[src/source/pipe_pkg.sv]
`default_nettype none

package pipe_pkg;

  // one bit per stage: pc, if/id, id/ex, ex/mem, mem/wb, retire
  typedef logic [5:0] ctrl_vec_t;

  // bit positions inside ctrl_vec_t
  localparam int STG_PC     = 0;
  localparam int STG_IFID   = 1;
  localparam int STG_IDEX   = 2;
  localparam int STG_EXMEM  = 3;
  localparam int STG_MEMWB  = 4;
  localparam int STG_RETIRE = 5;

  // stall / flush pattern per hazard
  localparam ctrl_vec_t RAM_STALL        = 6'b001111;  // freeze up to ex/mem
  localparam ctrl_vec_t RAM_FLUSH        = 6'b010000;  // bubble into mem/wb
  localparam ctrl_vec_t TRAP_REDIR_STALL = 6'b000000;
  localparam ctrl_vec_t TRAP_REDIR_FLUSH = 6'b000011;  // kill fetch slot
  localparam ctrl_vec_t HALT_STALL       = 6'b111111;
  localparam ctrl_vec_t HALT_FLUSH       = 6'b001110;
  localparam ctrl_vec_t JUMP_STALL       = 6'b000000;
  localparam ctrl_vec_t JUMP_FLUSH       = 6'b000110;  // two younger slots
  localparam ctrl_vec_t MULDIV_STALL     = 6'b000111;
  localparam ctrl_vec_t MULDIV_FLUSH     = 6'b001000;
  localparam ctrl_vec_t LOADUSE_STALL    = 6'b000011;
  localparam ctrl_vec_t LOADUSE_FLUSH    = 6'b000100;  // bubble into id/ex
  localparam ctrl_vec_t RESET_FLUSH      = 6'b011111;

  localparam logic [31:0] RESET_PC = 32'h0000_1000;

  // iterative mul/div latency
  localparam int MULDIV_CYCLES = 4;
  localparam int MULDIV_CNT_W  = $clog2(MULDIV_CYCLES + 1);

  // token carried by if/id and id/ex
  typedef struct packed {
    logic        valid;
    logic [31:0] pc;
  } slot_t;

  // ex/mem and mem/wb token, tags mul/div ops
  typedef struct packed {
    logic        valid;
    logic [31:0] pc;
    logic        is_muldiv;
  } exec_slot_t;

  // csr map, byte offsets
  localparam logic [11:0] CSR_CTRL      = 12'h000;
  localparam logic [11:0] CSR_TRAPVEC   = 12'h004;
  localparam logic [11:0] CSR_STALLCNT  = 12'h008;
  localparam logic [11:0] CSR_FLUSHCNT  = 12'h00C;
  localparam logic [11:0] CSR_RETIRECNT = 12'h010;
  localparam int          CSR_HALT_BIT  = 0;

  localparam logic [1:0] AXI_RESP_OKAY = 2'b00;

endpackage

`default_nettype wire

[src/source/pipe_ifs.sv]
`default_nettype none

// stall/flush fan-out plus redirect info for the fetch side
interface pipe_ctrl_if;
  import pipe_pkg::*;

  ctrl_vec_t   stall;
  ctrl_vec_t   flush;
  logic        jump_valid;   // from ex, via top pins
  logic [31:0] jump_target;
  logic [31:0] trap_vec;     // csr trap vector

  modport ctrl (
    output stall,
    output flush
  );

  modport stage (
    input stall,
    input flush,
    input jump_valid,
    input jump_target,
    input trap_vec
  );
endinterface

// csr block <-> pipeline
interface csr_evt_if;
  logic        halt;
  logic [31:0] trap_vec;
  logic        stall_evt;   // single-cycle event strobes
  logic        flush_evt;
  logic        retire_evt;

  modport regs (
    output halt,
    output trap_vec,
    input  stall_evt,
    input  flush_evt,
    input  retire_evt
  );

  modport pipe (
    input  halt,
    input  trap_vec,
    output stall_evt,
    output flush_evt,
    output retire_evt
  );
endinterface

`default_nettype wire

[src/source/pipeline_control.sv]
`default_nettype none

// pure combinational, later stage requests win
module pipeline_control (
  input  logic          rst,
  input  logic          ram_stall_if_i,   // fetch side ram busy
  input  logic          ram_stall_mem_i,  // data side ram busy
  input  logic          trap_redirect_i,  // trap taken, go to vector
  input  logic          trap_stall_i,     // csr access stall from wb
  input  logic          load_use_i,       // from id
  input  logic          muldiv_busy_i,    // from sequencer
  input  logic          halt_i,           // csr halt bit
  input  logic          jump_valid_i,     // branch resolved in ex
  pipe_ctrl_if.ctrl     ctrl
);
  import pipe_pkg::*;

  logic      ram_req;
  logic      halt_req;
  ctrl_vec_t stall_d;
  ctrl_vec_t flush_d;

  assign ram_req  = ram_stall_if_i | ram_stall_mem_i;  // both rams share one pattern
  assign halt_req = halt_i | trap_stall_i;             // csr halt behaves like trap stall

  always_comb begin
    if (rst) begin
      stall_d = '0;
      flush_d = RESET_FLUSH;  // empty every slot
    end else if (ram_req) begin
      stall_d = RAM_STALL;
      flush_d = RAM_FLUSH;
    end else if (trap_redirect_i) begin
      stall_d = TRAP_REDIR_STALL;
      flush_d = TRAP_REDIR_FLUSH;
    end else if (halt_req) begin
      stall_d = HALT_STALL;
      flush_d = HALT_FLUSH;
    end else if (jump_valid_i) begin
      stall_d = JUMP_STALL;
      flush_d = JUMP_FLUSH;
    end else if (muldiv_busy_i) begin
      stall_d = MULDIV_STALL;   // hold front end while ex iterates
      flush_d = MULDIV_FLUSH;
    end else if (load_use_i) begin
      stall_d = LOADUSE_STALL;
      flush_d = LOADUSE_FLUSH;
    end else begin
      stall_d = '0;  // normal flow
      flush_d = '0;
    end
  end

  assign ctrl.stall = stall_d;
  assign ctrl.flush = flush_d;

endmodule

`default_nettype wire

[src/source/stage_reg.sv]
`default_nettype none

// one pipeline slot, payload must carry a valid field
module stage_reg #(
  parameter type payload_t = pipe_pkg::slot_t
) (
  input  logic     clk,
  input  logic     rst,
  input  logic     stall_i,  // keep current slot
  input  logic     flush_i,  // insert bubble, wins over stall
  input  payload_t d_i,
  output payload_t q_o
);

  always_ff @(posedge clk) begin
    if (rst) begin
      q_o <= '0;
    end else if (flush_i) begin
      q_o.valid <= 1'b0;  // bubble, rest of payload is don't care
    end else if (!stall_i) begin
      q_o <= d_i;
    end
    // stall: hold
  end

endmodule

`default_nettype wire

[src/source/pc_gen.sv]
`default_nettype none

// fetch pc, feeds if/id
module pc_gen (
  input  logic           clk,
  input  logic           rst,
  pipe_ctrl_if.stage     ctrl,
  input  logic           trap_redirect_i,
  output pipe_pkg::slot_t pc_o
);
  import pipe_pkg::*;

  logic [31:0] pc_q;

  always_ff @(posedge clk) begin
    if (rst) begin
      pc_q <= RESET_PC;
    end else if (ctrl.flush[STG_PC] && trap_redirect_i) begin
      pc_q <= ctrl.trap_vec;      // trap entry
    end else if (ctrl.jump_valid) begin
      pc_q <= ctrl.jump_target;   // taken branch / jal
    end else if (!ctrl.stall[STG_PC]) begin
      pc_q <= pc_q + 32'd4;
    end
  end

  // fetched slot is dead in the cycle the pc is flushed
  always_comb begin
    pc_o.valid = ~ctrl.flush[STG_PC];
    pc_o.pc    = pc_q;
  end

endmodule

`default_nettype wire

[src/source/muldiv_sequencer.sv]
`default_nettype none

// busy timer standing in for the iterative mul/div unit
module muldiv_sequencer (
  input  logic clk,
  input  logic rst,
  input  logic start_i,  // single-cycle start from ex
  output logic busy_o
);
  import pipe_pkg::*;

  logic [MULDIV_CNT_W-1:0] cnt_q;  // cycles left

  always_ff @(posedge clk) begin
    if (rst) begin
      cnt_q <= '0;
    end else if (cnt_q != '0) begin
      cnt_q <= cnt_q - 1'b1;  // running, new starts dropped
    end else if (start_i) begin
      cnt_q <= MULDIV_CNT_W'(MULDIV_CYCLES);
    end
  end

  // high for exactly MULDIV_CYCLES cycles after the start
  assign busy_o = (cnt_q != '0);

endmodule

`default_nettype wire

[src/source/hazard_csr.sv]
`default_nettype none

// axi4-lite slave: halt, trap vector, event counters
module hazard_csr (
  input  logic        clk,
  input  logic        rst,
  input  logic [11:0] s_axi_awaddr_i,
  input  logic        s_axi_awvalid_i,
  output logic        s_axi_awready_o,
  input  logic [31:0] s_axi_wdata_i,
  input  logic [3:0]  s_axi_wstrb_i,
  input  logic        s_axi_wvalid_i,
  output logic        s_axi_wready_o,
  output logic [1:0]  s_axi_bresp_o,
  output logic        s_axi_bvalid_o,
  input  logic        s_axi_bready_i,
  input  logic [11:0] s_axi_araddr_i,
  input  logic        s_axi_arvalid_i,
  output logic        s_axi_arready_o,
  output logic [31:0] s_axi_rdata_o,
  output logic [1:0]  s_axi_rresp_o,
  output logic        s_axi_rvalid_o,
  input  logic        s_axi_rready_i,
  csr_evt_if.regs     evt
);
  import pipe_pkg::*;

  logic        aw_got;     // address latched, waiting for data
  logic        w_got;      // data latched, waiting for address
  logic [11:0] aw_addr_q;
  logic [31:0] w_data_q;
  logic [3:0]  w_strb_q;
  logic        aw_hs;
  logic        w_hs;
  logic        ar_hs;
  logic        wr_fire;    // both halves present this cycle
  logic [11:0] wr_addr;
  logic [31:0] wr_data;
  logic [3:0]  wr_strb;
  logic        halt_q;
  logic [31:0] trap_vec_q;
  logic [31:0] cnt_q [3];  // stall, flush, retire
  logic [2:0]  cnt_evt;
  logic [2:0]  cnt_clr;
  logic [31:0] rd_mux;

  assign aw_hs   = s_axi_awvalid_i & s_axi_awready_o;
  assign w_hs    = s_axi_wvalid_i & s_axi_wready_o;
  assign ar_hs   = s_axi_arvalid_i & s_axi_arready_o;
  assign wr_fire = (aw_got | aw_hs) & (w_got | w_hs) & ~s_axi_bvalid_o;

  // take the latched half if it came first, else the live bus
  assign wr_addr = aw_got ? aw_addr_q : s_axi_awaddr_i;
  assign wr_data = w_got ? w_data_q : s_axi_wdata_i;
  assign wr_strb = w_got ? w_strb_q : s_axi_wstrb_i;

  always_ff @(posedge clk) begin
    if (rst) begin
      s_axi_awready_o <= 1'b0;
      s_axi_wready_o  <= 1'b0;
      s_axi_bvalid_o  <= 1'b0;
      aw_got          <= 1'b0;
      w_got           <= 1'b0;
    end else begin
      // one-cycle ready pulse, blocked while a response is pending
      s_axi_awready_o <= s_axi_awvalid_i & ~s_axi_awready_o & ~aw_got & ~s_axi_bvalid_o;
      s_axi_wready_o  <= s_axi_wvalid_i & ~s_axi_wready_o & ~w_got & ~s_axi_bvalid_o;
      aw_got          <= ~wr_fire & (aw_got | aw_hs);
      w_got           <= ~wr_fire & (w_got | w_hs);
      if (wr_fire) begin
        s_axi_bvalid_o <= 1'b1;
      end else if (s_axi_bready_i) begin
        s_axi_bvalid_o <= 1'b0;
      end
    end
  end

  always_ff @(posedge clk) begin
    if (aw_hs) aw_addr_q <= s_axi_awaddr_i;
    if (w_hs) begin
      w_data_q <= s_axi_wdata_i;
      w_strb_q <= s_axi_wstrb_i;
    end
  end

  always_ff @(posedge clk) begin
    if (rst) begin
      halt_q     <= 1'b0;
      trap_vec_q <= RESET_PC;
    end else if (wr_fire) begin
      case (wr_addr)
        CSR_CTRL: if (wr_strb[0]) halt_q <= wr_data[CSR_HALT_BIT];
        CSR_TRAPVEC: begin
          for (int b = 0; b < 4; b++) begin
            if (wr_strb[b]) trap_vec_q[8*b +: 8] <= wr_data[8*b +: 8];  // byte lanes
          end
        end
        default: ;  // counters handled below, rest ignored
      endcase
    end
  end

  assign cnt_evt    = {evt.retire_evt, evt.flush_evt, evt.stall_evt};
  assign cnt_clr[0] = wr_fire & wr_data[0] & (wr_addr == CSR_STALLCNT);
  assign cnt_clr[1] = wr_fire & wr_data[0] & (wr_addr == CSR_FLUSHCNT);
  assign cnt_clr[2] = wr_fire & wr_data[0] & (wr_addr == CSR_RETIRECNT);

  always_ff @(posedge clk) begin
    for (int i = 0; i < 3; i++) begin
      if (rst || cnt_clr[i]) begin
        cnt_q[i] <= '0;
      end else if (cnt_evt[i] && cnt_q[i] != '1) begin
        cnt_q[i] <= cnt_q[i] + 32'd1;  // saturates at all ones
      end
    end
  end

  always_comb begin
    case (s_axi_araddr_i)
      CSR_CTRL:      rd_mux = 32'(halt_q) << CSR_HALT_BIT;
      CSR_TRAPVEC:   rd_mux = trap_vec_q;
      CSR_STALLCNT:  rd_mux = cnt_q[0];
      CSR_FLUSHCNT:  rd_mux = cnt_q[1];
      CSR_RETIRECNT: rd_mux = cnt_q[2];
      default:       rd_mux = '0;  // unmapped reads zero
    endcase
  end

  always_ff @(posedge clk) begin
    if (rst) begin
      s_axi_arready_o <= 1'b0;
      s_axi_rvalid_o  <= 1'b0;
    end else begin
      s_axi_arready_o <= s_axi_arvalid_i & ~s_axi_arready_o & ~s_axi_rvalid_o;
      if (ar_hs) begin
        s_axi_rvalid_o <= 1'b1;
      end else if (s_axi_rready_i) begin
        s_axi_rvalid_o <= 1'b0;
      end
    end
  end

  always_ff @(posedge clk) begin
    if (ar_hs) s_axi_rdata_o <= rd_mux;  // sampled at address accept
  end

  assign s_axi_bresp_o = AXI_RESP_OKAY;
  assign s_axi_rresp_o = AXI_RESP_OKAY;
  assign evt.halt      = halt_q;
  assign evt.trap_vec  = trap_vec_q;

endmodule

`default_nettype wire

[src/source/pipe_ctrl_top.sv]
`default_nettype none

module pipe_ctrl_top (
  input  logic                clk,
  input  logic                rst,
  input  logic                ram_stall_if_i,
  input  logic                ram_stall_mem_i,
  input  logic                trap_redirect_i,
  input  logic                trap_stall_i,
  input  logic                load_use_i,
  input  logic                jump_valid_i,
  input  logic [31:0]         jump_target_i,
  input  logic                muldiv_start_i,
  input  logic [11:0]         s_axi_awaddr_i,
  input  logic                s_axi_awvalid_i,
  output logic                s_axi_awready_o,
  input  logic [31:0]         s_axi_wdata_i,
  input  logic [3:0]          s_axi_wstrb_i,
  input  logic                s_axi_wvalid_i,
  output logic                s_axi_wready_o,
  output logic [1:0]          s_axi_bresp_o,
  output logic                s_axi_bvalid_o,
  input  logic                s_axi_bready_i,
  input  logic [11:0]         s_axi_araddr_i,
  input  logic                s_axi_arvalid_i,
  output logic                s_axi_arready_o,
  output logic [31:0]         s_axi_rdata_o,
  output logic [1:0]          s_axi_rresp_o,
  output logic                s_axi_rvalid_o,
  input  logic                s_axi_rready_i,
  output pipe_pkg::ctrl_vec_t stall_o,
  output pipe_pkg::ctrl_vec_t flush_o,
  output logic                retire_valid_o,
  output logic [31:0]         retire_pc_o
);
  import pipe_pkg::*;

  pipe_ctrl_if ctrl_if ();
  csr_evt_if   evt_if ();

  logic       muldiv_busy;
  slot_t      pc_slot;   // fetch output
  slot_t      ifid_q;
  slot_t      idex_q;
  exec_slot_t exmem_d;
  exec_slot_t exmem_q;
  exec_slot_t memwb_q;

  assign ctrl_if.jump_valid  = jump_valid_i;
  assign ctrl_if.jump_target = jump_target_i;
  assign ctrl_if.trap_vec    = evt_if.trap_vec;

  pipeline_control u_ctrl (
    .rst             (rst),
    .ram_stall_if_i  (ram_stall_if_i),
    .ram_stall_mem_i (ram_stall_mem_i),
    .trap_redirect_i (trap_redirect_i),
    .trap_stall_i    (trap_stall_i),
    .load_use_i      (load_use_i),
    .muldiv_busy_i   (muldiv_busy),
    .halt_i          (evt_if.halt),
    .jump_valid_i    (jump_valid_i),
    .ctrl            (ctrl_if.ctrl)
  );

  pc_gen u_pc (
    .clk             (clk),
    .rst             (rst),
    .ctrl            (ctrl_if.stage),
    .trap_redirect_i (trap_redirect_i),
    .pc_o            (pc_slot)
  );

  muldiv_sequencer u_muldiv (
    .clk     (clk),
    .rst     (rst),
    .start_i (muldiv_start_i),
    .busy_o  (muldiv_busy)
  );

  stage_reg #(.payload_t(slot_t)) u_if_id (
    .clk (clk), .rst (rst),
    .stall_i (ctrl_if.stall[STG_IFID]), .flush_i (ctrl_if.flush[STG_IFID]),
    .d_i (pc_slot), .q_o (ifid_q)
  );

  stage_reg #(.payload_t(slot_t)) u_id_ex (
    .clk (clk), .rst (rst),
    .stall_i (ctrl_if.stall[STG_IDEX]), .flush_i (ctrl_if.flush[STG_IDEX]),
    .d_i (ifid_q), .q_o (idex_q)
  );

  // tag the op leaving id/ex when ex kicks off the mul/div unit
  always_comb begin
    exmem_d.valid     = idex_q.valid;
    exmem_d.pc        = idex_q.pc;
    exmem_d.is_muldiv = muldiv_start_i & idex_q.valid;
  end

  stage_reg #(.payload_t(exec_slot_t)) u_ex_mem (
    .clk (clk), .rst (rst),
    .stall_i (ctrl_if.stall[STG_EXMEM]), .flush_i (ctrl_if.flush[STG_EXMEM]),
    .d_i (exmem_d), .q_o (exmem_q)
  );

  stage_reg #(.payload_t(exec_slot_t)) u_mem_wb (
    .clk (clk), .rst (rst),
    .stall_i (ctrl_if.stall[STG_MEMWB]), .flush_i (ctrl_if.flush[STG_MEMWB]),
    .d_i (exmem_q), .q_o (memwb_q)
  );

  assign stall_o        = ctrl_if.stall;
  assign flush_o        = ctrl_if.flush;
  assign retire_valid_o = memwb_q.valid & ~ctrl_if.stall[STG_RETIRE];  // wb not frozen
  assign retire_pc_o    = memwb_q.pc;

  // counter strobes, reset flush not counted
  assign evt_if.stall_evt  = |ctrl_if.stall;
  assign evt_if.flush_evt  = (|ctrl_if.flush) & ~rst;
  assign evt_if.retire_evt = retire_valid_o;

  hazard_csr u_csr (
    .clk             (clk),
    .rst             (rst),
    .s_axi_awaddr_i  (s_axi_awaddr_i),
    .s_axi_awvalid_i (s_axi_awvalid_i),
    .s_axi_awready_o (s_axi_awready_o),
    .s_axi_wdata_i   (s_axi_wdata_i),
    .s_axi_wstrb_i   (s_axi_wstrb_i),
    .s_axi_wvalid_i  (s_axi_wvalid_i),
    .s_axi_wready_o  (s_axi_wready_o),
    .s_axi_bresp_o   (s_axi_bresp_o),
    .s_axi_bvalid_o  (s_axi_bvalid_o),
    .s_axi_bready_i  (s_axi_bready_i),
    .s_axi_araddr_i  (s_axi_araddr_i),
    .s_axi_arvalid_i (s_axi_arvalid_i),
    .s_axi_arready_o (s_axi_arready_o),
    .s_axi_rdata_o   (s_axi_rdata_o),
    .s_axi_rresp_o   (s_axi_rresp_o),
    .s_axi_rvalid_o  (s_axi_rvalid_o),
    .s_axi_rready_i  (s_axi_rready_i),
    .evt             (evt_if.regs)
  );

endmodule

`default_nettype wire

[config.mk]
export PLATFORM = sky130hd
export DESIGN_NAME = pipe_ctrl_top
export DESIGN_NICKNAME = d
export VERILOG_FILES = /design/src/source/pipe_pkg.sv /design/src/source/pipe_ifs.sv /design/src/source/pipeline_control.sv /design/src/source/stage_reg.sv /design/src/source/pc_gen.sv /design/src/source/muldiv_sequencer.sv /design/src/source/hazard_csr.sv /design/src/source/pipe_ctrl_top.sv
export SDC_FILE = /design/constraint.sdc
export NUM_CORES = 1
export LEC_CHECK = 0
export BUFFER_PORTS_ARGS = -buffer_cell sky130_fd_sc_hd__buf_2
export CAP_MARGIN = 10
export CELL_PAD_IN_SITES_DETAIL_PLACEMENT = 0
export CELL_PAD_IN_SITES_GLOBAL_PLACEMENT = 1
export CORE_MARGIN = 2
export CORE_UTILIZATION = 40
export CTS_CLUSTER_DIAMETER = 120
export DETAILED_ROUTE_END_ITERATION = 10
export PLACE_DENSITY_LB_ADDON = 0.1
export SETUP_SLACK_MARGIN = 0.05
export SLEW_MARGIN = 0
export SYNTH_ARGS = -nofsm -noshare
export SYNTH_HDL_FRONTEND = slang
export SYNTH_SLANG_ARGS = --single-unit
[constraint.sdc]
create_clock -name clk -period 4.5 [get_ports clk]
set_input_delay 1.35 -clock clk [delete_from_list [all_inputs] [get_ports clk]]
set_output_delay 1.35 -clock clk [all_outputs]
set_load 0.02 [all_outputs]
==> metrics.log, run 1 <==
INFO  metric synth-edff-count = 176
INFO  metric place_area = 18,900 µm²
INFO  metric worst_hold_path_type = flip-flop to flip-flop
INFO  metric grt_util_all_layers = 20.9%
INFO  metric worst-setup-path-type = input port to output port
INFO  metric ys_types = 73
INFO  metric grt_pass1_vias = 12.9k
INFO  metric ff2ff_setup_slack = 1.22 ns
INFO  metric pre_cts_worst_setup_slack = 0.588 ns
INFO  metric layout_worst_path_cycle_share = 88.1%
INFO  metric p_leak = 7.13 nW
INFO  metric crit_path_max_fanout = 16
INFO  metric floorplan.io_pins = 192
INFO  metric syn-mean-instance-area = 10.1 µm²
INFO  metric worstMarginPinSlew = 1.11 ns
INFO  metric post_layout_cell_count = 2,506
INFO  metric cts_max_path_buffers = 3
INFO  metric power_density = 388 nW/µm²
INFO  metric die_w = 214 µm
INFO  metric filler_cell_count = 4,241
INFO  metric grt_antenna_before_repair = 1
INFO  metric worstSetupStartpointType = input port
INFO  metric avgViaCountPerCell = 5.36
INFO  metric vdd_ir_max = 0.262 mV
INFO  metric path_clk_slew = 0.06 ns
INFO  metric routed-via-count = 13.4k
INFO  metric whs = 0.429 ns
INFO  metric core_area = 43,900 µm²
INFO  metric num_rows = 77
INFO  metric routed_wirelength = 48,700 µm
INFO  metric worstReg2RegEnd = u_csr.cnt_q[2][0]
INFO  metric grt_setup_unrepaired = no
INFO  metric synth.yosys.seq_area_share = 53.2%
INFO  metric final_nets = 1,992
INFO  metric final_period_minus_worst_setup_slack = 3.97 ns
INFO  metric clk_latency = 0.56 ns
INFO  metric synth.cell_area = 17,700 µm²
INFO  metric synthFlopType = sky130_fd_sc_hd__dfxtp_1
INFO  metric layout-drive-gt1-share = 18.8%
INFO  metric maxSlewHeadroom = 25.0%
INFO  metric cts_resized = 0
INFO  metric dp_hpwl = 33,800 µm
INFO  metric final_area = 20,400 µm²
INFO  metric report.final.slew_viol_count = 0
INFO  metric place.port_buffers = 186
INFO  metric placed_cells_incl_taps = 2,429
INFO  metric starting_density = 40.3%
INFO  metric cts_max_level = 2
INFO  metric first_pass_grt_wire_length = 76,100 µm
INFO  metric place.gp.congestion = 0.825
INFO  metric syn-instance-count = 1,762
INFO  metric timing.setup.tns = 0 ns
INFO  metric rr_startpoint = u_csr.cnt_q[2][8]
INFO  metric cts_tree = done
INFO  metric drv_cap = 0
INFO  metric cts-hold-fix-buffers = 0
INFO  metric synth-async-reset-ratio = 0%
INFO  metric drc = 0
INFO  metric number_of_drc_markers_after_the_initial_detailed_route_iteration = 927
INFO  metric dr.pass1.iters = 5
INFO  metric final_hold_viol_count = 0
INFO  metric critPathLaunch = trap_redirect_i
INFO  metric max_freq = 252 MHz
INFO  metric clock_sink_count = 383
INFO  metric arrival_time_at_the_worst_endpoint = 2.62 ns
INFO  metric cts-buffers-inserted = 43
INFO  metric total_of_flip_flops_plus_latches_after_synthesis = 383
INFO  metric post_drt_antenna_nets = 0
INFO  metric crit_path_end = flush_o[2]
INFO  metric critPathRequiredTime = 3.15 ns
INFO  metric synth-warning-count = 0
INFO  metric grt_max_degree = 95
INFO  metric global_route.overflow_total = 0
INFO  metric run_status = finished, final reports clean
INFO  metric setup_slack = 0.535 ns
INFO  metric finalClockSkew = 0.0152 ns
INFO  metric report.final.setup_viol = 0
INFO  metric clock_tree.root_cell = sky130_fd_sc_hd__clkbuf_16
INFO  metric end_kind = output port
INFO  metric reg2regPathDepth = 6
INFO  metric cts_post_setup_buffers_inserted = 0
INFO  metric area.growth.synth_to_final = 14.9%
INFO  metric die_area = 46,000 µm²
INFO  metric wl_per_cell = 19.4 µm
INFO  metric die_height = 214 µm
==> worst min path at each step <==
stage                                from                    end  slack (ns)  depth (start not counted)
finish              u_csr.s_axi_arready_o  u_csr.s_axi_arready_o        0.43                          1
global route        u_csr.s_axi_arready_o  u_csr.s_axi_arready_o        0.46                          1
CTS                 u_csr.s_axi_arready_o  u_csr.s_axi_arready_o        0.43                          1
detailed placement  u_csr.s_axi_arready_o  u_csr.s_axi_arready_o        0.43                          1
global placement    u_csr.s_axi_arready_o  u_csr.s_axi_arready_o        0.42                          1
floorplan                u_mem_wb.q_o[33]       u_mem_wb.q_o[33]        0.43                          2
==> metal layers <==
metal | vias up | global-route usage, % | part of all wire, %
met5 | - | 0 | 0
met4 | 0 | 5.76 | 1.8
met3 | 59 | 2.72 | 4.5
met2 | 317 | 33.6 | 46
met1 | 6451 | 29.7 | 47
li1 | 6611 | - | -
==> metrics by stage <==
stage / util [%] / power, mW
6_report: 46.3 / 7.90
2_1_floorplan: - / 4.25
5_1_grt: 46.3 / 8.21
3_3_place_gp: 43.1 / 4.45
4_1_cts: 46.3 / 8.01
3_5_place_dp: 43.1 / 4.45
==> registers in the layout (all words and copies together) (netlist names), 3 cells and up <==
register	cells
u_csr.aw_addr_q	12
u_csr.cnt_q	96
u_csr.evt.trap_vec	32
u_csr.s_axi_rdata_o	32
u_csr.w_data_q	32
u_csr.w_strb_q	4
u_ex_mem.q_o	33
u_id_ex.q_o	33
u_if_id.q_o	33
u_mem_wb.q_o	33
u_muldiv.cnt_q	3
u_pc.pc_q	32
==> report_power, final <==
part / internal, mW / switching, mW
Sequential: 3.75 / 0.115
Clock: 2.09 / 1.43
Combinational: 0.192 / 0.322
Total: 6.03 / 1.87
==> final cells by class <==
| cell class | count | area, µm² | area share, % |
|---|---|---|---|
| timing repair buffer | 223 | 1210 | 5.95 |
| clock inverter | 17 | 170 | 0.836 |
| sequential | 383 | 9430 | 46.3 |
| tap | 592 | 741 | 3.64 |
| multi-input combinational | 1206 | 7470 | 36.7 |
| antenna | 1 | 2.50 | 0.0123 |
| clock buffer | 59 | 1240 | 6.09 |
| inverter | 25 | 93.8 | 0.461 |
==> worst max-delay path, cell delays in order <==
cell	delay [ns]
sky130_fd_sc_hd__buf_2	0.20
sky130_fd_sc_hd__nor3_1	0.50
sky130_fd_sc_hd__o31ai_1	0.23
sky130_fd_sc_hd__nand2_1	0.16
sky130_fd_sc_hd__buf_2	0.18
==> cell usage after synthesis, drive strengths merged, types with 33 or more instances <==
| library cell | instances | share of area, % |
|---|---|---|
| nand2 | 255 | 5.4 |
| dfxtp | 207 | 23 |
| edfxtp | 176 | 30 |
| nor2 | 119 | 2.5 |
| a21oi | 116 | 3.3 |
| nor3 | 87 | 2.5 |
| clkbuf | 81 | 1.7 |
| buf | 71 | 2.6 |
| mux2i | 68 | 3.8 |
| xor2 | 65 | 3.2 |
| nand3 | 63 | 1.9 |
| o21ai | 55 | 1.6 |
| nand4 | 38 | 1.4 |
| a22oi | 36 | 1.5 |
| xnor2 | 36 | 1.8 |
| a22o | 33 | 1.6 |
==> placed cells by master, fill, tap and decap left out, types with 38 or more instances in the layout <==
cell type                   instances
sky130_fd_sc_hd__a21oi_1          114
sky130_fd_sc_hd__mux2i_1           68
sky130_fd_sc_hd__nand3_1           60
sky130_fd_sc_hd__nand2_1          255
sky130_fd_sc_hd__buf_2            185
sky130_fd_sc_hd__nor3_1            85
sky130_fd_sc_hd__xor2_1            65
sky130_fd_sc_hd__buf_4             38
sky130_fd_sc_hd__clkbuf_16         45
sky130_fd_sc_hd__dfxtp_1          206
sky130_fd_sc_hd__o21ai_0           52
sky130_fd_sc_hd__edfxtp_1         176
sky130_fd_sc_hd__nor2_1           118
==> kinds of logic after synthesis <==
| kind of cell | Yosys count | share of synthesized area, % |
|---|---|---|
| AND/OR/NAND/NOR | 665 | 18.0 |
| adder cells (fa/ha/maj) | 4 | 0.283 |
| AO/OA/AOI/OAI | 333 | 12.7 |
| flip-flops | 383 | 53.2 |
| buffers and inverters | 177 | 4.90 |
| multiplexers | 98 | 5.81 |
| other | 1 | 0.0212 |
| XOR/XNOR | 101 | 5.00 |
Note: power is estimated with default switching activity, not from simulation.
==> run 2, diff against run 1 <==
Settings changed: PLACE_DENSITY_LB_ADDON 0.1 to 0.3.
==> run 2 against run 1 <==
Effect of this change:
- register-to-register slack improved by 0.12 ns
- global-route usage fell by 0.49 points
- clock power fell by 2%
- sequential share of layout area rose by 0.054 points
- hold slack improved by 0.022 ns
- worst setup slack got worse by 0.049 ns
- combinational power fell by 1%
- core utilization fell by 0.054 points
- fmax fell by 1.2%
- total power fell by 1.0%
- critical path type unchanged
- largest cell class unchanged
==> metrics.log, run 2 (synthesized netlist as in run 1, its figures left out) <==
INFO  metric run_status = finished, final reports clean
INFO  metric routed_wirelength = 47,700 µm (-2.2%)
INFO  metric timing.setup.tns = 0 ns (unchanged)
INFO  metric path_clk_slew = 0.06 ns (about the same)
INFO  metric multi_input_comb_area = 7460 µm² (about the same)
INFO  metric die_area = 46,000 µm² (unchanged)
INFO  metric cts-hold-fix-buffers = 0 (unchanged)
INFO  metric grt_setup_unrepaired = no
INFO  metric final_area = 20,300 µm² (-0.12%)
INFO  metric worstSetupStartpointType = input port
INFO  metric core_area = 43,900 µm² (unchanged)
INFO  metric power_density = 385 nW/µm² (-0.88%)
INFO  metric layout.cells.most_common = sky130_fd_sc_hd__nand2_1
INFO  metric layout-drive-gt1-share = 18.7% (-0.11 points)
INFO  metric starting_density = 40.3% (unchanged)
INFO  metric ff2ff_setup_slack = 1.34 ns (+0.12 ns)
INFO  metric wl_per_cell = 19.0 µm (-2.3%)
INFO  metric place_area = 18,900 µm² (about the same)
INFO  metric filler_cell_count = 4,182 (-1.4%)
INFO  metric postLayoutCoreUtil = 46.3% (-0.054 points)
INFO  metric grt_antenna_before_repair = 4 (+3)
INFO  metric hold_start = u_if_id.q_o[18]
INFO  metric largest-register = u_csr.cnt_q
INFO  metric grt_util_all_layers = 20.4% (-0.49 points)
INFO  metric cts_max_level = 2 (unchanged)
INFO  metric avgViaCountPerCell = 5.45 (+1.7%)
INFO  metric cts-buffers-inserted = 42 (-2.3%)
INFO  metric final_period_minus_worst_setup_slack = 4.01 ns (+0.0486 ns)
INFO  metric post_drt_antenna_nets = 0 (unchanged)
INFO  metric finalClockSkew = 0.0219 ns (+0.00665 ns)
INFO  metric cts_post_setup_buffers_inserted = 0 (unchanged)
INFO  metric die_w = 214 µm (unchanged)
INFO  metric cts_resized = 0 (unchanged)
INFO  metric place.gp.congestion = 0.847 (+2.6%)
INFO  metric seq_area = 9430 µm² (unchanged)
INFO  metric worst-setup-path-type = input port to output port
INFO  metric arrival_time_at_the_worst_endpoint = 2.66 ns (+0.04 ns)
INFO  metric hold_depth = 2 (+1)
INFO  metric first_pass_grt_wire_length = 75,000 µm (-1.4%)
INFO  metric report.final.setup_viol = 0 (unchanged)
INFO  metric dr.pass1.iters = 5 (unchanged)
INFO  metric drv_cap = 0 (unchanged)
INFO  metric placed_cells_incl_taps = 2,430 (+0.041%)
INFO  metric report.final.slew_viol_count = 0 (unchanged)
INFO  metric grt_max_degree = 72 (-24%)
INFO  metric final_hold_viol_count = 0 (unchanged)
INFO  metric num_rows = 77 (unchanged)
INFO  metric worstMarginPinSlew = 1.11 ns (-0.000741 ns)
INFO  metric critPathRequiredTime = 3.15 ns (about the same)
INFO  metric clk_latency = 0.56 ns (about the same)
INFO  metric die_height = 214 µm (unchanged)
INFO  metric cts_max_path_buffers = 3 (unchanged)
INFO  metric vdd_ir_max = 0.260 mV (-0.80%)
INFO  metric drc = 0 (unchanged)
INFO  metric cts_tree = done
INFO  metric place.port_buffers = 186 (unchanged)
INFO  metric maxSlewHeadroom = 25.2% (+0.12 points)
INFO  metric final_nets = 1,993 (+0.050%)
INFO  metric area.growth.synth_to_final = 14.8%
INFO  metric worst_hold_path_type = flip-flop to flip-flop
INFO  metric global_route.overflow_total = 0 (unchanged)
INFO  metric layout_worst_path_cycle_share = 89.2% (+1.1 points)
INFO  metric clock_sink_count = 383 (unchanged)
INFO  metric dp_hpwl = 33,400 µm (-0.91%)
INFO  metric reg2regPathDepth = 7 (+1)
INFO  metric rr_startpoint = u_csr.cnt_q[2][0]
INFO  metric end_kind = output port
INFO  metric largest_register_ffs = 96 (unchanged)
INFO  metric worstReg2RegEnd = u_csr.cnt_q[2][7]
INFO  metric max_freq = 249 MHz (-1.2%)
INFO  metric clock_tree.root_cell = sky130_fd_sc_hd__clkbuf_16
INFO  metric number_of_drc_markers_after_the_initial_detailed_route_iteration = 1,193 (+29%)
INFO  metric grt_pass1_vias = 13.1k (+1.6%)
INFO  metric p_leak = 7.13 nW (about the same)
INFO  metric post_layout_cell_count = 2,509 (+0.12%)
INFO  metric floorplan.io_pins = 192 (unchanged)
INFO  metric worstHoldEndpoint = u_id_ex.q_o[18]
INFO  metric layout_common_cells = sky130_fd_sc_hd__nand2_1, sky130_fd_sc_hd__dfxtp_1, sky130_fd_sc_hd__buf_2
INFO  metric routed-via-count = 13.7k (+1.8%)
INFO  metric crit_path_max_fanout = 16 (unchanged)
[run 2: cell types whose count changed in the layout (fill, tap and decap cells not counted)]
cell | before | now
sky130_fd_sc_hd__clkinv_2 | 9 | 12
sky130_fd_sc_hd__diode_2 | 1 | 3
sky130_fd_sc_hd__nor3_2 | 2 | 1
sky130_fd_sc_hd__clkinv_4 | 1 | 0
sky130_fd_sc_hd__clkbuf_1 | 8 | 10
sky130_fd_sc_hd__clkbuf_8 | 6 | 4
sky130_fd_sc_hd__nor3_1 | 85 | 86
sky130_fd_sc_hd__buf_4 | 38 | 39
sky130_fd_sc_hd__buf_2 | 185 | 186
sky130_fd_sc_hd__clkinvlp_4 | 3 | 0
[run 2: critical path, stage by stage]
cell and delay (ns):
sky130_fd_sc_hd__buf_2 0.19, sky130_fd_sc_hd__nor3_1 0.54, sky130_fd_sc_hd__o31ai_1 0.26, sky130_fd_sc_hd__nand2_1 0.14, sky130_fd_sc_hd__buf_2 0.17
[run 2: power by group]
group | internal, mW | switching, mW
clock | 2.06 | 1.39
sequential | 3.75 | 0.117
combinational | 0.192 | 0.317
total | 5.99 | 1.83
[run 2: cell type report]
cell class | instances | area share, %
sequential | 383 | 46.4
multi-input combinational | 1206 | 36.7
timing repair buffer | 225 | 6.02
clock buffer | 59 | 5.99
tap | 592 | 3.64
clock inverter | 16 | 0.757
inverter | 25 | 0.462
antenna | 3 | 0.0369
[run 2: per-stage QoR]
stage | hold slack, ns | worst slack [ns] | power [mW]
after floorplan | 0.427 | 0.485 | 4.25
after detailed placement | 0.441 | 0.549 | 4.45
after global placement | 0.428 | 0.551 | 4.44
final | 0.450 | 0.486 | 7.82
after global routing | 0.469 | 0.408 | 8.10
after CTS | 0.449 | 0.540 | 7.92
[run 2: metal layers]
layer | GRT usage (%) | routed length, µm
met1 | 28.0 | 21600
met2 | 33.3 | 22100
met3 | 3.11 | 2820
met4 | 6.41 | 1060
met5 | 0 | 21
[run 2: how the worst max path moves through the flow]
| stage | startpoint | to | slack, ns |
|---|---|---|---|
| 6_report | trap_redirect_i | flush_o[2] | 0.49 |
| 2_1_floorplan | ram_stall_mem_i | flush_o[0] | 0.48 |
| 3_3_place_gp | trap_redirect_i | stall_o[0] | 0.55 |
| 4_1_cts | ram_stall_mem_i | stall_o[0] | 0.54 |
| 3_5_place_dp | ram_stall_mem_i | stall_o[0] | 0.55 |
| 5_1_grt | ram_stall_mem_i | stall_o[0] | 0.41 |
==> run 3, diff against run 2 <==
Settings changed: CORE_UTILIZATION 40 to 46.
==> run 3 against run 2 <==
Effect of this change:
- routed wire length down 2.9%
- global-route usage up 2.1 points
- core utilization up 7.6 points
- critical path depth up 1
- sequential power about the same
- first-iteration DRC count down 5.5%
- fmax up 2.1%
- clock skew down 0.012 ns
==> metrics.log, run 3 (synthesized netlist as in run 1, its figures left out) <==
INFO  metric rr_startpoint = u_csr.cnt_q[2][0]
INFO  metric setup_slack = 0.567 ns (+0.0809 ns)
INFO  metric grt_util_all_layers = 22.5% (+2.1 points)
INFO  metric hold_start = u_csr.s_axi_rvalid_o
INFO  metric place.port_buffers = 186 (unchanged)
INFO  metric post_drt_antenna_nets = 0 (unchanged)
INFO  metric routed-via-count = 13.7k (-0.17%)
INFO  metric num_rows = 71 (-7.8%)
INFO  metric cts_max_level = 2 (unchanged)
INFO  metric run_status = finished, final reports clean
INFO  metric end_kind = output port
INFO  metric clock_sink_count = 383 (unchanged)
INFO  metric critPathRequiredTime = 3.15 ns (about the same)
INFO  metric floorplan.io_pins = 192 (unchanged)
INFO  metric cts-hold-fix-buffers = 0 (unchanged)
INFO  metric worst_hold_path_type = flip-flop to flip-flop
INFO  metric worstHoldEndpoint = u_csr.s_axi_arready_o
INFO  metric area.growth.synth_to_final = 14.9% (about the same)
INFO  metric critPathLaunch = trap_stall_i
INFO  metric cts_post_setup_buffers_inserted = 0 (unchanged)
INFO  metric cts_resized = 0 (unchanged)
INFO  metric maxSlewHeadroom = 25.5% (+0.33 points)
INFO  metric largest-register = u_csr.cnt_q
INFO  metric die_height = 200 µm (-6.6%)
INFO  metric report.final.slew_viol_count = 0 (unchanged)
INFO  metric cts_max_path_buffers = 3 (unchanged)
INFO  metric grt_max_degree = 81 (+13%)
INFO  metric starting_density = 46.9% (+6.6 points)
INFO  metric timing.setup.tns = 0 ns (unchanged)
INFO  metric final_period_minus_worst_setup_slack = 3.93 ns (-0.0809 ns)
INFO  metric vdd_ir_max = 0.262 mV (+0.85%)
INFO  metric dp_hpwl = 32,300 µm (-3.3%)
INFO  metric die_area = 40,100 µm² (-13%)
INFO  metric p_leak = 7.16 nW (+0.42%)
INFO  metric worstReg2RegEnd = u_csr.cnt_q[2][27]
INFO  metric layout-drive-gt1-share = 19.0% (+0.34 points)
INFO  metric critical-path-top-delay-family = compound AO/OA/AOI/OAI gates
INFO  metric worstSetupStartpointType = input port
INFO  metric arrival_time_at_the_worst_endpoint = 2.58 ns (-0.08 ns)
INFO  metric max_freq = 254 MHz (+2.1%)
INFO  metric cp.buffers_inverters = 2 (unchanged)
INFO  metric final_hold_viol_count = 0 (unchanged)
INFO  metric clk_latency = 0.55 ns (about the same)
INFO  metric drc = 0 (unchanged)
INFO  metric drv_cap = 0 (unchanged)
INFO  metric first_pass_grt_wire_length = 73,200 µm (-2.5%)
INFO  metric cts_tree = done
INFO  metric core_area = 37,800 µm² (-14%)
INFO  metric place.gp.congestion = 0.869 (+2.6%)
INFO  metric critical_path_cell_list = buf_2 -> nor2_1 -> o21ai_0 -> a21oi_2 -> nor2_1 -> buf_2
INFO  metric layout_common_cells = sky130_fd_sc_hd__nand2_1, sky130_fd_sc_hd__dfxtp_1, sky130_fd_sc_hd__buf_2
INFO  metric clock_tree.root_cell = sky130_fd_sc_hd__clkbuf_16
INFO  metric power_density = 393 nW/µm² (+2.2%)
INFO  metric die_w = 200 µm (-6.6%)
INFO  metric wl_per_cell = 19.0 µm (+0.14%)
INFO  metric cts-buffers-inserted = 42 (unchanged)
INFO  metric pre_cts_worst_setup_slack = 0.582 ns (+0.0329 ns)
INFO  metric worst-setup-path-type = input port to output port
INFO  metric grt_antenna_before_repair = 3 (-1)
INFO  metric grt_pass1_vias = 12.9k (-1.2%)
INFO  metric cpMaxStageDelayCell = sky130_fd_sc_hd__nor2_1
INFO  metric avgViaCountPerCell = 5.62 (+3.0%)
INFO  metric final_nets = 1,993 (unchanged)
INFO  metric reg2regPathDepth = 8 (+1)
INFO  metric ff2ff_setup_slack = 1.32 ns (-0.02 ns)
INFO  metric dr.pass1.iters = 5 (unchanged)
INFO  metric grt_setup_unrepaired = no
INFO  metric critPathMaxStageDelay = 0.37 ns (-0.17 ns)
INFO  metric report.final.setup_viol = 0 (unchanged)
INFO  metric number_of_drc_markers_after_the_initial_detailed_route_iteration = 1,127 (-5.5%)
INFO  metric finalClockSkew = 0.00987 ns (-0.0120 ns)
INFO  metric global_route.overflow_total = 0 (unchanged)
INFO  metric layout.cells.most_common = sky130_fd_sc_hd__nand2_1
INFO  metric layout_worst_path_cycle_share = 87.4% (-1.8 points)
INFO  metric hold_depth = 1 (-1)
INFO  metric worstMarginPinSlew = 1.11 ns (-0.00418 ns)
INFO  metric routed_wirelength = 46,300 µm (-2.9%)
INFO  metric largest_register_ffs = 96 (unchanged)
INFO  metric path_clk_slew = 0.06 ns (about the same)
INFO  metric crit_path_max_fanout = 7 (-9)
run 3: worst max path at each step:
stage / endpoint / depth (start not counted)
2_1_floorplan: flush_o[0] / 6
3_3_place_gp: stall_o[0] / 5
3_5_place_dp: stall_o[1] / 5
4_1_cts: stall_o[0] / 5
5_1_grt: stall_o[2] / 6
6_report: stall_o[2] / 6
run 3: layout make-up:
type / count / area (µm²)
diodes: 4 / 10.0
clock buffers: 60 / 1310
inverters: 25 / 93.8
flip-flops and latches: 383 / 9430
clock inverters: 18 / 179
repair buffers: 225 / 1230
fillers: 3469 / 17400
well taps: 511 / 639
multi-input cells: 1206 / 7460
run 3: power by group:
part	internal [mW]	leakage [nW]	switching [mW]	total, mW
clock	2.20	0.717	1.43	3.62
sequential	3.75	3.46	0.117	3.86
combinational	0.193	2.98	0.317	0.510
total	6.14	7.16	1.86	8.00
run 3: metrics by stage:
stage	hold slack [ns]	area (µm²)	total power [mW]	std cells	utilization, %
after CTS	0.447	20300	8.06	2428	53.9
final	0.446	20300	8.00	2432	53.9
after floorplan	0.427	17700	4.25	1766	-
after global placement	0.421	18900	4.43	2350	49.9
after detailed placement	0.439	18900	4.44	2350	49.9
after global routing	0.459	20300	8.26	2428	53.9
run 3: routing by layer:
metal | up-vias | global-route usage (%) | wire length (µm)
met1 | 6595 | 31.1 | 20900
li1 | 6614 | - | -
met5 | - | 0 | 0
met4 | 0 | 4.98 | 698
met3 | 53 | 4.21 | 2860
met2 | 394 | 36.9 | 21800
